File: src/hw/copy_pkg.sv
/*
  Shared types for the copy accelerator. Addresses and data are 32-bit words;
  the transfer size field is 10 bits wide, so one transfer moves at most 1020 bytes.
*/
package copy_pkg;

  // Data and address word on both buses
  typedef logic [31:0] word_t;

  // Transfer size in bytes, low two bits ignored by the masters
  typedef logic [9:0] size_t;

  // Register map of the control port
  typedef enum logic [7:0] {
    REG_READ_ADDR  = 8'h00,
    REG_WRITE_ADDR = 8'h04,
    REG_THRESHOLD  = 8'h08,
    REG_READY      = 8'h0C,
    REG_SIZE       = 8'h10,
    REG_START      = 8'h14
  } reg_offset_e;

endpackage

File: src/hw/copy_ifs.sv
/*
  Internal interfaces of the copy accelerator. cfg_if carries the programmed
  transfer and the start/done pulses, fifo_if joins both masters to the word FIFO.
*/
`timescale 1ns/1ps

interface cfg_if;
  import copy_pkg::*;

  word_t read_addr;
  word_t write_addr;
  word_t threshold;
  size_t size;
  // One-cycle pulses
  logic  start;
  logic  done;

  modport ctrl (output read_addr, write_addr, threshold, size, start, input done);
  modport reader (input read_addr, size, start);
  modport writer (input write_addr, threshold, start, output done);
endinterface

interface fifo_if;
  import copy_pkg::*;

  logic  push;
  word_t push_data;
  logic  flush;
  logic  full;
  logic  alm_full;
  logic  empty;
  word_t pop_data;
  logic  pop;
  // Reader idle with no read in flight
  logic  reader_drained;

  modport fill (output push, push_data, flush, reader_drained, input full, alm_full);
  modport store (input push, push_data, flush, pop,
                 output full, alm_full, empty, pop_data);
  modport drain (output pop, input empty, pop_data, reader_drained);
endinterface

File: src/hw/reg_decode.sv
/*
  Register file and transfer controller. Plain strobes, no handshake; reads are
  combinational. START clears itself once accepted; READY is read-only.
*/
`timescale 1ns/1ps

module reg_decode (
  input  logic            clk_i,
  input  logic            rst_ni,
  input  logic            reg_valid_i,
  input  logic            reg_write_i,
  input  logic [7:0]      reg_addr_i,
  input  copy_pkg::word_t reg_wdata_i,
  output copy_pkg::word_t reg_rdata_o,
  cfg_if.ctrl             cfg
);
  import copy_pkg::*;

  typedef enum logic [1:0] {
    ST_READY,
    ST_STARTING,
    ST_RUNNING
  } ctrl_state_e;

  ctrl_state_e state_q, state_d;
  reg_offset_e offset;
  word_t       read_addr_q;
  word_t       write_addr_q;
  word_t       threshold_q;
  size_t       size_q;
  logic        ready_q;
  logic        start_q;
  logic        start_pending_q;
  logic        reg_wr;
  logic        accept;

  assign offset = reg_offset_e'(reg_addr_i);
  assign reg_wr = reg_valid_i && reg_write_i;
  assign accept = (state_q == ST_READY) && start_pending_q;

  assign cfg.read_addr  = read_addr_q;
  assign cfg.write_addr = write_addr_q;
  assign cfg.threshold  = threshold_q;
  assign cfg.size       = size_q;
  assign cfg.start      = (state_q == ST_STARTING);

  always_comb begin
    reg_rdata_o = '0;
    if (reg_valid_i) begin
      case (offset)
        REG_READ_ADDR:  reg_rdata_o = read_addr_q;
        REG_WRITE_ADDR: reg_rdata_o = write_addr_q;
        REG_THRESHOLD:  reg_rdata_o = threshold_q;
        REG_READY:      reg_rdata_o = {31'b0, ready_q};
        REG_SIZE:       reg_rdata_o = {22'b0, size_q};
        REG_START:      reg_rdata_o = {31'b0, start_q};
        default:        reg_rdata_o = '0;
      endcase
    end
  end

  // Writable registers, READY has no write path
  always_ff @(posedge clk_i or negedge rst_ni) begin
    if (!rst_ni) begin
      read_addr_q  <= '0;
      write_addr_q <= '0;
      threshold_q  <= '0;
      size_q       <= '0;
    end else if (reg_wr) begin
      case (offset)
        REG_READ_ADDR:  read_addr_q <= reg_wdata_i;
        REG_WRITE_ADDR: write_addr_q <= reg_wdata_i;
        REG_THRESHOLD:  threshold_q <= reg_wdata_i;
        REG_SIZE:       size_q <= reg_wdata_i[9:0];
        default:        ;
      endcase
    end
  end

  // A start with less than one word to move is dropped right away
  always_ff @(posedge clk_i or negedge rst_ni) begin
    if (!rst_ni) begin
      start_q         <= 1'b0;
      start_pending_q <= 1'b0;
    end else if (reg_wr && offset == REG_START) begin
      start_q         <= reg_wdata_i[0];
      start_pending_q <= reg_wdata_i[0] && (size_q[9:2] != '0);
    end else if (accept) begin
      start_q         <= 1'b0;
      start_pending_q <= 1'b0;
    end else if (start_q && !start_pending_q) begin
      start_q <= 1'b0;
    end
  end

  // READY -> STARTING (start pulse) -> RUNNING until done
  always_comb begin
    state_d = state_q;
    case (state_q)
      ST_READY:    if (start_pending_q) state_d = ST_STARTING;
      ST_STARTING: state_d = ST_RUNNING;
      ST_RUNNING:  if (cfg.done) state_d = ST_READY;
      default:     state_d = ST_READY;
    endcase
  end

  always_ff @(posedge clk_i or negedge rst_ni) begin
    if (!rst_ni) begin
      state_q <= ST_READY;
      ready_q <= 1'b0;
    end else begin
      state_q <= state_d;
      ready_q <= (state_d == ST_READY);
    end
  end

endmodule

File: src/hw/dma_read_master.sv
/*
  Read master. Assumes read data returns one cycle after the grant, so that
  holding off at almost-full is enough to keep the FIFO from overflowing.
*/
`timescale 1ns/1ps

module dma_read_master #(
  parameter int unsigned FIFO_DEPTH = 4
) (
  input  logic            clk_i,
  input  logic            rst_ni,
  cfg_if.reader           cfg,
  fifo_if.fill            fifo,
  output logic            rd_req_o,
  output copy_pkg::word_t rd_addr_o,
  input  logic            rd_gnt_i,
  input  logic            rd_rvalid_i,
  input  copy_pkg::word_t rd_rdata_i
);
  import copy_pkg::*;

  localparam int unsigned CntW = $clog2(FIFO_DEPTH + 1);
  localparam logic [CntW-1:0] CntOne = CntW'(1);

  typedef enum logic {
    RD_IDLE,
    RD_ON
  } rd_state_e;

  rd_state_e       state_q, state_d;
  word_t           rd_ptr_q;
  size_t           byte_cnt_q;
  logic [CntW-1:0] outstanding_q;
  logic            rd_fire;

  assign rd_fire   = rd_req_o && rd_gnt_i;
  assign rd_addr_o = rd_ptr_q;

  // Every returned word goes straight into the FIFO
  assign fifo.push           = rd_rvalid_i;
  assign fifo.push_data      = rd_rdata_i;
  assign fifo.reader_drained = (state_q == RD_IDLE) && (outstanding_q == '0);

  always_comb begin
    state_d    = state_q;
    rd_req_o   = 1'b0;
    fifo.flush = 1'b0;
    case (state_q)
      RD_IDLE: begin
        if (cfg.start) begin
          state_d    = RD_ON;
          fifo.flush = 1'b1;
        end
      end
      RD_ON: begin
        if (byte_cnt_q == '0) begin
          state_d = RD_IDLE;
        end else if (!fifo.full && !fifo.alm_full) begin
          rd_req_o = 1'b1;
        end
      end
      default: state_d = RD_IDLE;
    endcase
  end

  always_ff @(posedge clk_i or negedge rst_ni) begin
    if (!rst_ni) begin
      state_q <= RD_IDLE;
    end else begin
      state_q <= state_d;
    end
  end

  // Pointer and remaining bytes, both step by one word per grant
  always_ff @(posedge clk_i or negedge rst_ni) begin
    if (!rst_ni) begin
      rd_ptr_q   <= '0;
      byte_cnt_q <= '0;
    end else if (cfg.start && state_q == RD_IDLE) begin
      rd_ptr_q   <= cfg.read_addr;
      byte_cnt_q <= {cfg.size[9:2], 2'b00};
    end else if (rd_fire) begin
      rd_ptr_q   <= rd_ptr_q + 32'd4;
      byte_cnt_q <= byte_cnt_q - 10'd4;
    end
  end

  // Reads granted but not yet returned
  always_ff @(posedge clk_i or negedge rst_ni) begin
    if (!rst_ni) begin
      outstanding_q <= '0;
    end else begin
      case ({rd_fire, rd_rvalid_i})
        2'b10:   outstanding_q <= outstanding_q + CntOne;
        2'b01:   outstanding_q <= outstanding_q - CntOne;
        default: ;
      endcase
    end
  end

endmodule

File: src/hw/word_fifo.sv
/*
  Circular word FIFO, FIFO_DEPTH of 2 or more. Push when full and pop when
  empty are ignored. Flush empties it in one cycle and wins over push and pop.
*/
`timescale 1ns/1ps

module word_fifo #(
  parameter int unsigned FIFO_DEPTH = 4
) (
  input  logic  clk_i,
  input  logic  rst_ni,
  fifo_if.store fifo
);
  import copy_pkg::*;

  localparam int unsigned PtrW   = $clog2(FIFO_DEPTH);
  localparam int unsigned UsageW = $clog2(FIFO_DEPTH + 1);
  localparam logic [PtrW-1:0]   LastPtr  = PtrW'(FIFO_DEPTH - 1);
  localparam logic [PtrW-1:0]   PtrOne   = PtrW'(1);
  localparam logic [UsageW-1:0] UsageOne = UsageW'(1);
  localparam logic [UsageW-1:0] FullUse  = UsageW'(FIFO_DEPTH);
  localparam logic [UsageW-1:0] AlmUse   = UsageW'(FIFO_DEPTH - 1);

  word_t             mem_q [FIFO_DEPTH];
  logic [PtrW-1:0]   wr_ptr_q, rd_ptr_q;
  logic [UsageW-1:0] usage_q;
  logic              do_push, do_pop;

  function automatic logic [PtrW-1:0] ptr_inc(logic [PtrW-1:0] ptr);
    if (ptr == LastPtr) begin
      return '0;
    end
    return ptr + PtrOne;
  endfunction

  assign fifo.full     = (usage_q == FullUse);
  assign fifo.alm_full = (usage_q == AlmUse);
  assign fifo.empty    = (usage_q == '0);
  assign fifo.pop_data = mem_q[rd_ptr_q];

  assign do_push = fifo.push && !fifo.full;
  assign do_pop  = fifo.pop && !fifo.empty;

  always_ff @(posedge clk_i) begin
    if (do_push) begin
      mem_q[wr_ptr_q] <= fifo.push_data;
    end
  end

  always_ff @(posedge clk_i or negedge rst_ni) begin
    if (!rst_ni) begin
      wr_ptr_q <= '0;
      rd_ptr_q <= '0;
      usage_q  <= '0;
    end else if (fifo.flush) begin
      wr_ptr_q <= '0;
      rd_ptr_q <= '0;
      usage_q  <= '0;
    end else begin
      if (do_push) wr_ptr_q <= ptr_inc(wr_ptr_q);
      if (do_pop) rd_ptr_q <= ptr_inc(rd_ptr_q);
      case ({do_push, do_pop})
        2'b10:   usage_q <= usage_q + UsageOne;
        2'b01:   usage_q <= usage_q - UsageOne;
        default: ;
      endcase
    end
  end

endmodule

File: src/hw/dma_write_master.sv
/*
  Write master. Words below the threshold (unsigned) are written as zero.
  The threshold is sampled at start and holds for the whole transfer.
*/
`timescale 1ns/1ps

module dma_write_master (
  input  logic            clk_i,
  input  logic            rst_ni,
  cfg_if.writer           cfg,
  fifo_if.drain           fifo,
  output logic            wr_req_o,
  output copy_pkg::word_t wr_addr_o,
  output copy_pkg::word_t wr_wdata_o,
  input  logic            wr_gnt_i
);
  import copy_pkg::*;

  typedef enum logic {
    WR_IDLE,
    WR_ON
  } wr_state_e;

  wr_state_e state_q, state_d;
  word_t     wr_ptr_q;
  word_t     threshold_q;
  logic      wr_fire;

  assign wr_req_o  = (state_q == WR_ON) && !fifo.empty;
  assign wr_fire   = wr_req_o && wr_gnt_i;
  assign fifo.pop  = wr_fire;
  assign wr_addr_o = wr_ptr_q;

  // Threshold filter on the head word
  assign wr_wdata_o = (fifo.pop_data >= threshold_q) ? fifo.pop_data : '0;

  // Finished once nothing is buffered and nothing more can arrive
  assign cfg.done = (state_q == WR_ON) && fifo.empty && fifo.reader_drained;

  always_comb begin
    state_d = state_q;
    case (state_q)
      WR_IDLE: if (cfg.start) state_d = WR_ON;
      WR_ON:   if (cfg.done) state_d = WR_IDLE;
      default: state_d = WR_IDLE;
    endcase
  end

  always_ff @(posedge clk_i or negedge rst_ni) begin
    if (!rst_ni) begin
      state_q  <= WR_IDLE;
      wr_ptr_q <= '0;
    end else begin
      state_q <= state_d;
      if (cfg.start && state_q == WR_IDLE) begin
        wr_ptr_q <= cfg.write_addr;
      end else if (wr_fire) begin
        wr_ptr_q <= wr_ptr_q + 32'd4;
      end
    end
  end

  always_ff @(posedge clk_i) begin
    if (cfg.start && state_q == WR_IDLE) begin
      threshold_q <= cfg.threshold;
    end
  end

endmodule

File: src/hw/copy_accel_top.sv
/*
  Copy accelerator with threshold filter. Full-word transfers only, no error
  responses; read data is expected one cycle after each read grant.
*/
`timescale 1ns/1ps

module copy_accel_top #(
  parameter int unsigned FIFO_DEPTH = 4
) (
  input  logic            clk_i,
  input  logic            rst_ni,
  // Register port
  input  logic            reg_valid_i,
  input  logic            reg_write_i,
  input  logic [7:0]      reg_addr_i,
  input  copy_pkg::word_t reg_wdata_i,
  output copy_pkg::word_t reg_rdata_o,
  // Read bus
  output logic            rd_req_o,
  output copy_pkg::word_t rd_addr_o,
  input  logic            rd_gnt_i,
  input  logic            rd_rvalid_i,
  input  copy_pkg::word_t rd_rdata_i,
  // Write bus
  output logic            wr_req_o,
  output copy_pkg::word_t wr_addr_o,
  output copy_pkg::word_t wr_wdata_o,
  input  logic            wr_gnt_i
);

  cfg_if  cfg_bus ();
  fifo_if fifo_bus ();

  reg_decode u_reg_decode (
    .clk_i       (clk_i),
    .rst_ni      (rst_ni),
    .reg_valid_i (reg_valid_i),
    .reg_write_i (reg_write_i),
    .reg_addr_i  (reg_addr_i),
    .reg_wdata_i (reg_wdata_i),
    .reg_rdata_o (reg_rdata_o),
    .cfg         (cfg_bus)
  );

  dma_read_master #(
    .FIFO_DEPTH (FIFO_DEPTH)
  ) u_read_master (
    .clk_i       (clk_i),
    .rst_ni      (rst_ni),
    .cfg         (cfg_bus),
    .fifo        (fifo_bus),
    .rd_req_o    (rd_req_o),
    .rd_addr_o   (rd_addr_o),
    .rd_gnt_i    (rd_gnt_i),
    .rd_rvalid_i (rd_rvalid_i),
    .rd_rdata_i  (rd_rdata_i)
  );

  word_fifo #(
    .FIFO_DEPTH (FIFO_DEPTH)
  ) u_word_fifo (
    .clk_i  (clk_i),
    .rst_ni (rst_ni),
    .fifo   (fifo_bus)
  );

  dma_write_master u_write_master (
    .clk_i      (clk_i),
    .rst_ni     (rst_ni),
    .cfg        (cfg_bus),
    .fifo       (fifo_bus),
    .wr_req_o   (wr_req_o),
    .wr_addr_o  (wr_addr_o),
    .wr_wdata_o (wr_wdata_o),
    .wr_gnt_i   (wr_gnt_i)
  );

endmodule

File: config.mk
export PLATFORM = sky130hd
export DESIGN_NAME = copy_accel_top
export DESIGN_NICKNAME = d
export VERILOG_FILES = /design/src/hw/copy_pkg.sv /design/src/hw/copy_ifs.sv /design/src/hw/reg_decode.sv /design/src/hw/dma_read_master.sv /design/src/hw/word_fifo.sv /design/src/hw/dma_write_master.sv /design/src/hw/copy_accel_top.sv
export SDC_FILE = /design/constraint.sdc
export NUM_CORES = 1
export LEC_CHECK = 0
export BUFFER_PORTS_ARGS = -buffer_cell sky130_fd_sc_hd__buf_2
export CAP_MARGIN = 20
export CORE_ASPECT_RATIO = 1.5
export CORE_MARGIN = 3
export CORE_UTILIZATION = 45
export DETAILED_ROUTE_END_ITERATION = 16
export GPL_ROUTABILITY_DRIVEN = 0
export PLACE_DENSITY = 0.67
export SYNTH_ARGS = -nofsm -noshare
export SYNTH_HDL_FRONTEND = slang
export SYNTH_SLANG_ARGS = --single-unit
File: constraint.sdc
create_clock -name clk_i -period 3.4 [get_ports clk_i]
set_input_delay 0.17 -clock clk_i [delete_from_list [all_inputs] [get_ports clk_i]]
set_output_delay 0.17 -clock clk_i [all_outputs]
set_load 0.02 [all_outputs]
==> flow_summary.yaml <==
detailed_routing:
  wl_per_cell_um: 23.7
  wl_um: 51800
  ant_nets: 0
  first_pass_iters: 7
  drt_iter0_drc: 1091
  dr_total_vias: 13300
  drc_errors: 0
  drt-vias-per-instance: 6.07
critical_path:
  arrival_ps: 3600
  required_ps: 3230
  start_kind: "flop"
  reg2regPathDepth: 12
  end_kind: "primary output"
  path_class: "flop to primary output"
  crit_fanout: 15
  rrSetupSlack_ps: 770
timing:
  setup_viol: 32
  maxSlewViolCount: 0
  tightest_slew_ps: 1070
  finalHoldViolations: 0
  relSlewSlack_pct: 28.4
  fmax_mhz: 265
  period_share_pct: 111
  skew_ps: 12.3
  timing.hold.ws_ps: 26.5
  rsz0062_at_grt: "true"
  tns_ps: -8410
  fin_ws_ps: -372
  fin_crit_ps: 3770
yosys:
  syn_avg_cell_area_um2: 12.4
  syn-num-nets: 1506
  synth_area_mm2: 0.0172
  synth_area_leaders: "dfrtp_1 28%, edfxtp_1 28%, mux4_2 4.2%"
  yosysUniqueCellTypes: 77
  synth-async-reset-ratio_pct: 54.9
  dominantRegCellSynth: "dfrtp_1"
  synth_seq_cells: 355
  yosysWarnings: 0
  netlist.area_leader.share_pct: 28.4
  synth_edf_count: 160
  syn_inst: 1383
  yosysTopAreaCell: "dfrtp_1"
  ys_seq_area_share_pct: 56.4
final_layout:
  drive_above_1_share_pct: 26.5
  final_util_pct: 56.6
  fill_cells: 3101
  area_growth_pct: 24.1
  mostFrequentLayoutCell: "dfrtp_1"
  most-common-layout-cells: "194 x dfrtp_1, 175 x buf_2, 170 x nand2_1, 160 x edfxtp_1, 76 x o211ai_1"
  fin_nets: 1792
pwr:
  power.total_mw: 13.8
  leakage_nw: 9.16
  p_per_area_mw_per_mm2: 646
  irDropWorstVdd_mv: 0.663
die:
  io-pin-count: 209
  rows: 87
  die_area_mm2: 0.0406
  initial_core_util_pct: 45.6
  die_y_um: 245
  coreArea_mm2: 0.0377
  die_w_um: 165
job:
  drv_cap: 0
clocking:
  cts_buffer_depth: 3
  cts_inserted_buffers: 34
  clkLatencyLatePin_ps: 520
  clk_pin_slew_ps: 70
  tritoncts_num_sinks: 355
  cts_tree: "built"
  cts-root-buf: "clkbuf_16"
  cts_htree_levels: 2
placed_design:
  dp_hpwl_um: 35200
  numPortBuffers: 208
  dpl_worst_slack_ps: 94.4
global_routing:
  grt-ovfl-total: 0
  grt_pass1_vias: 12900
  track_usage_pct: 24.9
  antenna_found_initial: 1
  grt_max_degree: 74
  grt_pass1_wl_um: 76700
status:
  violations: "negative setup slack"
  status: "finished with violations"
hold_path:
  hp-class: "input port to flop"
  whs_path_depth: 4
worst paths after layout:
check,from,to
max,u_word_fifo.rd_ptr_q[0],wr_wdata_o[7]
min,reg_addr_i[1],u_reg_decode.start_q
max reg2reg,u_read_master.byte_cnt_q[2],u_read_master.outstanding_q[2]
min reg2reg,u_read_master.outstanding_q[2],u_read_master.outstanding_q[2]
max in group asynchronous,rst_ni,u_reg_decode.cfg.read_addr[10]
min in group asynchronous,rst_ni,u_read_master.outstanding_q[0]
synth_stat cells (32+ instances only):
library cell and number:
clkbuf_1 58, nand3_1 37, a21oi_1 36, mux4_2 32, nor2_1 51, edfxtp_1 160, mux2_1 60, o21ai_0 44
dfrtp_1 195, a222oi_1 33, nand2_1 171, ha_1 42, o211ai_1 76, inv_1 53
repair_timing:
item / 4_1_cts / 5_1_grt
resized for setup: 62 / 10
pin swaps: 9 / 19
endpoints found under the hold margin: 304 / 0
gates cloned: 7 / 3
hold buffers: 65 / 0
buffers inserted: 18 / 6
endpoints found under the setup margin: 32 / 32
routing by layer:
layer / vias up / GRT usage, % / part of all wire (%)
met3: 100 / 3.76 / 6.3
met1: 6646 / 30.9 / 37
li1: 5869 / - / -
met4: 0 / 10.3 / 4.4
met5: - / 0 / 0
met2: 638 / 43.3 / 52
worst max-delay path, stage by stage (launching register included):
cell and delay, ps:
dfrtp_2 470, buf_12 180, mux4_2 550, ha_4 240
a21o_1 190, a221oi_4 320, buf_6 150, o311ai_4 90
buf_12 170, clkbuf_16 170, o211ai_1 210, o211ai_1 150
buf_4 190
logic make-up (layout without fill, tap and decap cells):
| family | Yosys count | in the layout | synth area share (%) |
|---|---|---|---|
| compound gates | 274 | 274 | 11.7 |
| xor+xnor | 18 | 18 | 0.919 |
| fa+ha+maj | 44 | 44 | 3.30 |
| buf+inv | 144 | 455 | 3.94 |
| flops | 355 | 355 | 56.4 |
| mux | 143 | 143 | 12.1 |
| other cells | 0 | 2 | 0 |
| simple gates | 405 | 405 | 11.6 |
area by class of cell:
cell class | count | area (um^2) | area share [%]
Sequential cell | 355 | 9690 | 45.5
Multi-Input combinational cell | 884 | 7060 | 33.2
Timing Repair Buffer | 339 | 2630 | 12.4
Clock buffer | 47 | 971 | 4.56
Tap cell | 489 | 612 | 2.87
Inverter | 55 | 206 | 0.969
Clock inverter | 14 | 124 | 0.582
Antenna cell | 2 | 5.00 | 0.0235
sequential cells by signal, summed over array words and instances, names as in the netlist, 2 cells and up:
signal / count
u_write_master.threshold_q: 32
u_reg_decode.cfg.read_addr: 32
u_read_master.outstanding_q: 3
u_word_fifo.wr_ptr_q: 2
u_write_master.wr_addr_o: 32
u_read_master.byte_cnt_q: 8
u_reg_decode.cfg.threshold: 32
u_reg_decode.state_q: 2
u_word_fifo.mem_q: 128
u_reg_decode.cfg.size: 10
u_reg_decode.cfg.write_addr: 32
u_word_fifo.usage_q: 3
u_read_master.rd_addr_o: 32
u_word_fifo.rd_ptr_q: 2
where the power goes:
| part | total, mW | internal (mW) | switching, mW | leakage [nW] |
|---|---|---|---|---|
| Sequential | 5.21 | 4.96 | 0.254 | 4.13 |
| Clock | 3.75 | 2.16 | 1.59 | 0.543 |
| Combinational | 4.80 | 2.21 | 2.59 | 4.49 |
| Total | 13.8 | 9.33 | 4.44 | 9.16 |
metrics by stage:
step	cells	area [um^2]
2_1_floorplan	1383	17200
3_3_place_gp	2024	18800
3_5_place_dp	2024	18800
4_1_cts	2175	21100
5_1_grt	2184	21300
6_report	2185	21300
(Power assumes the default switching activity.)
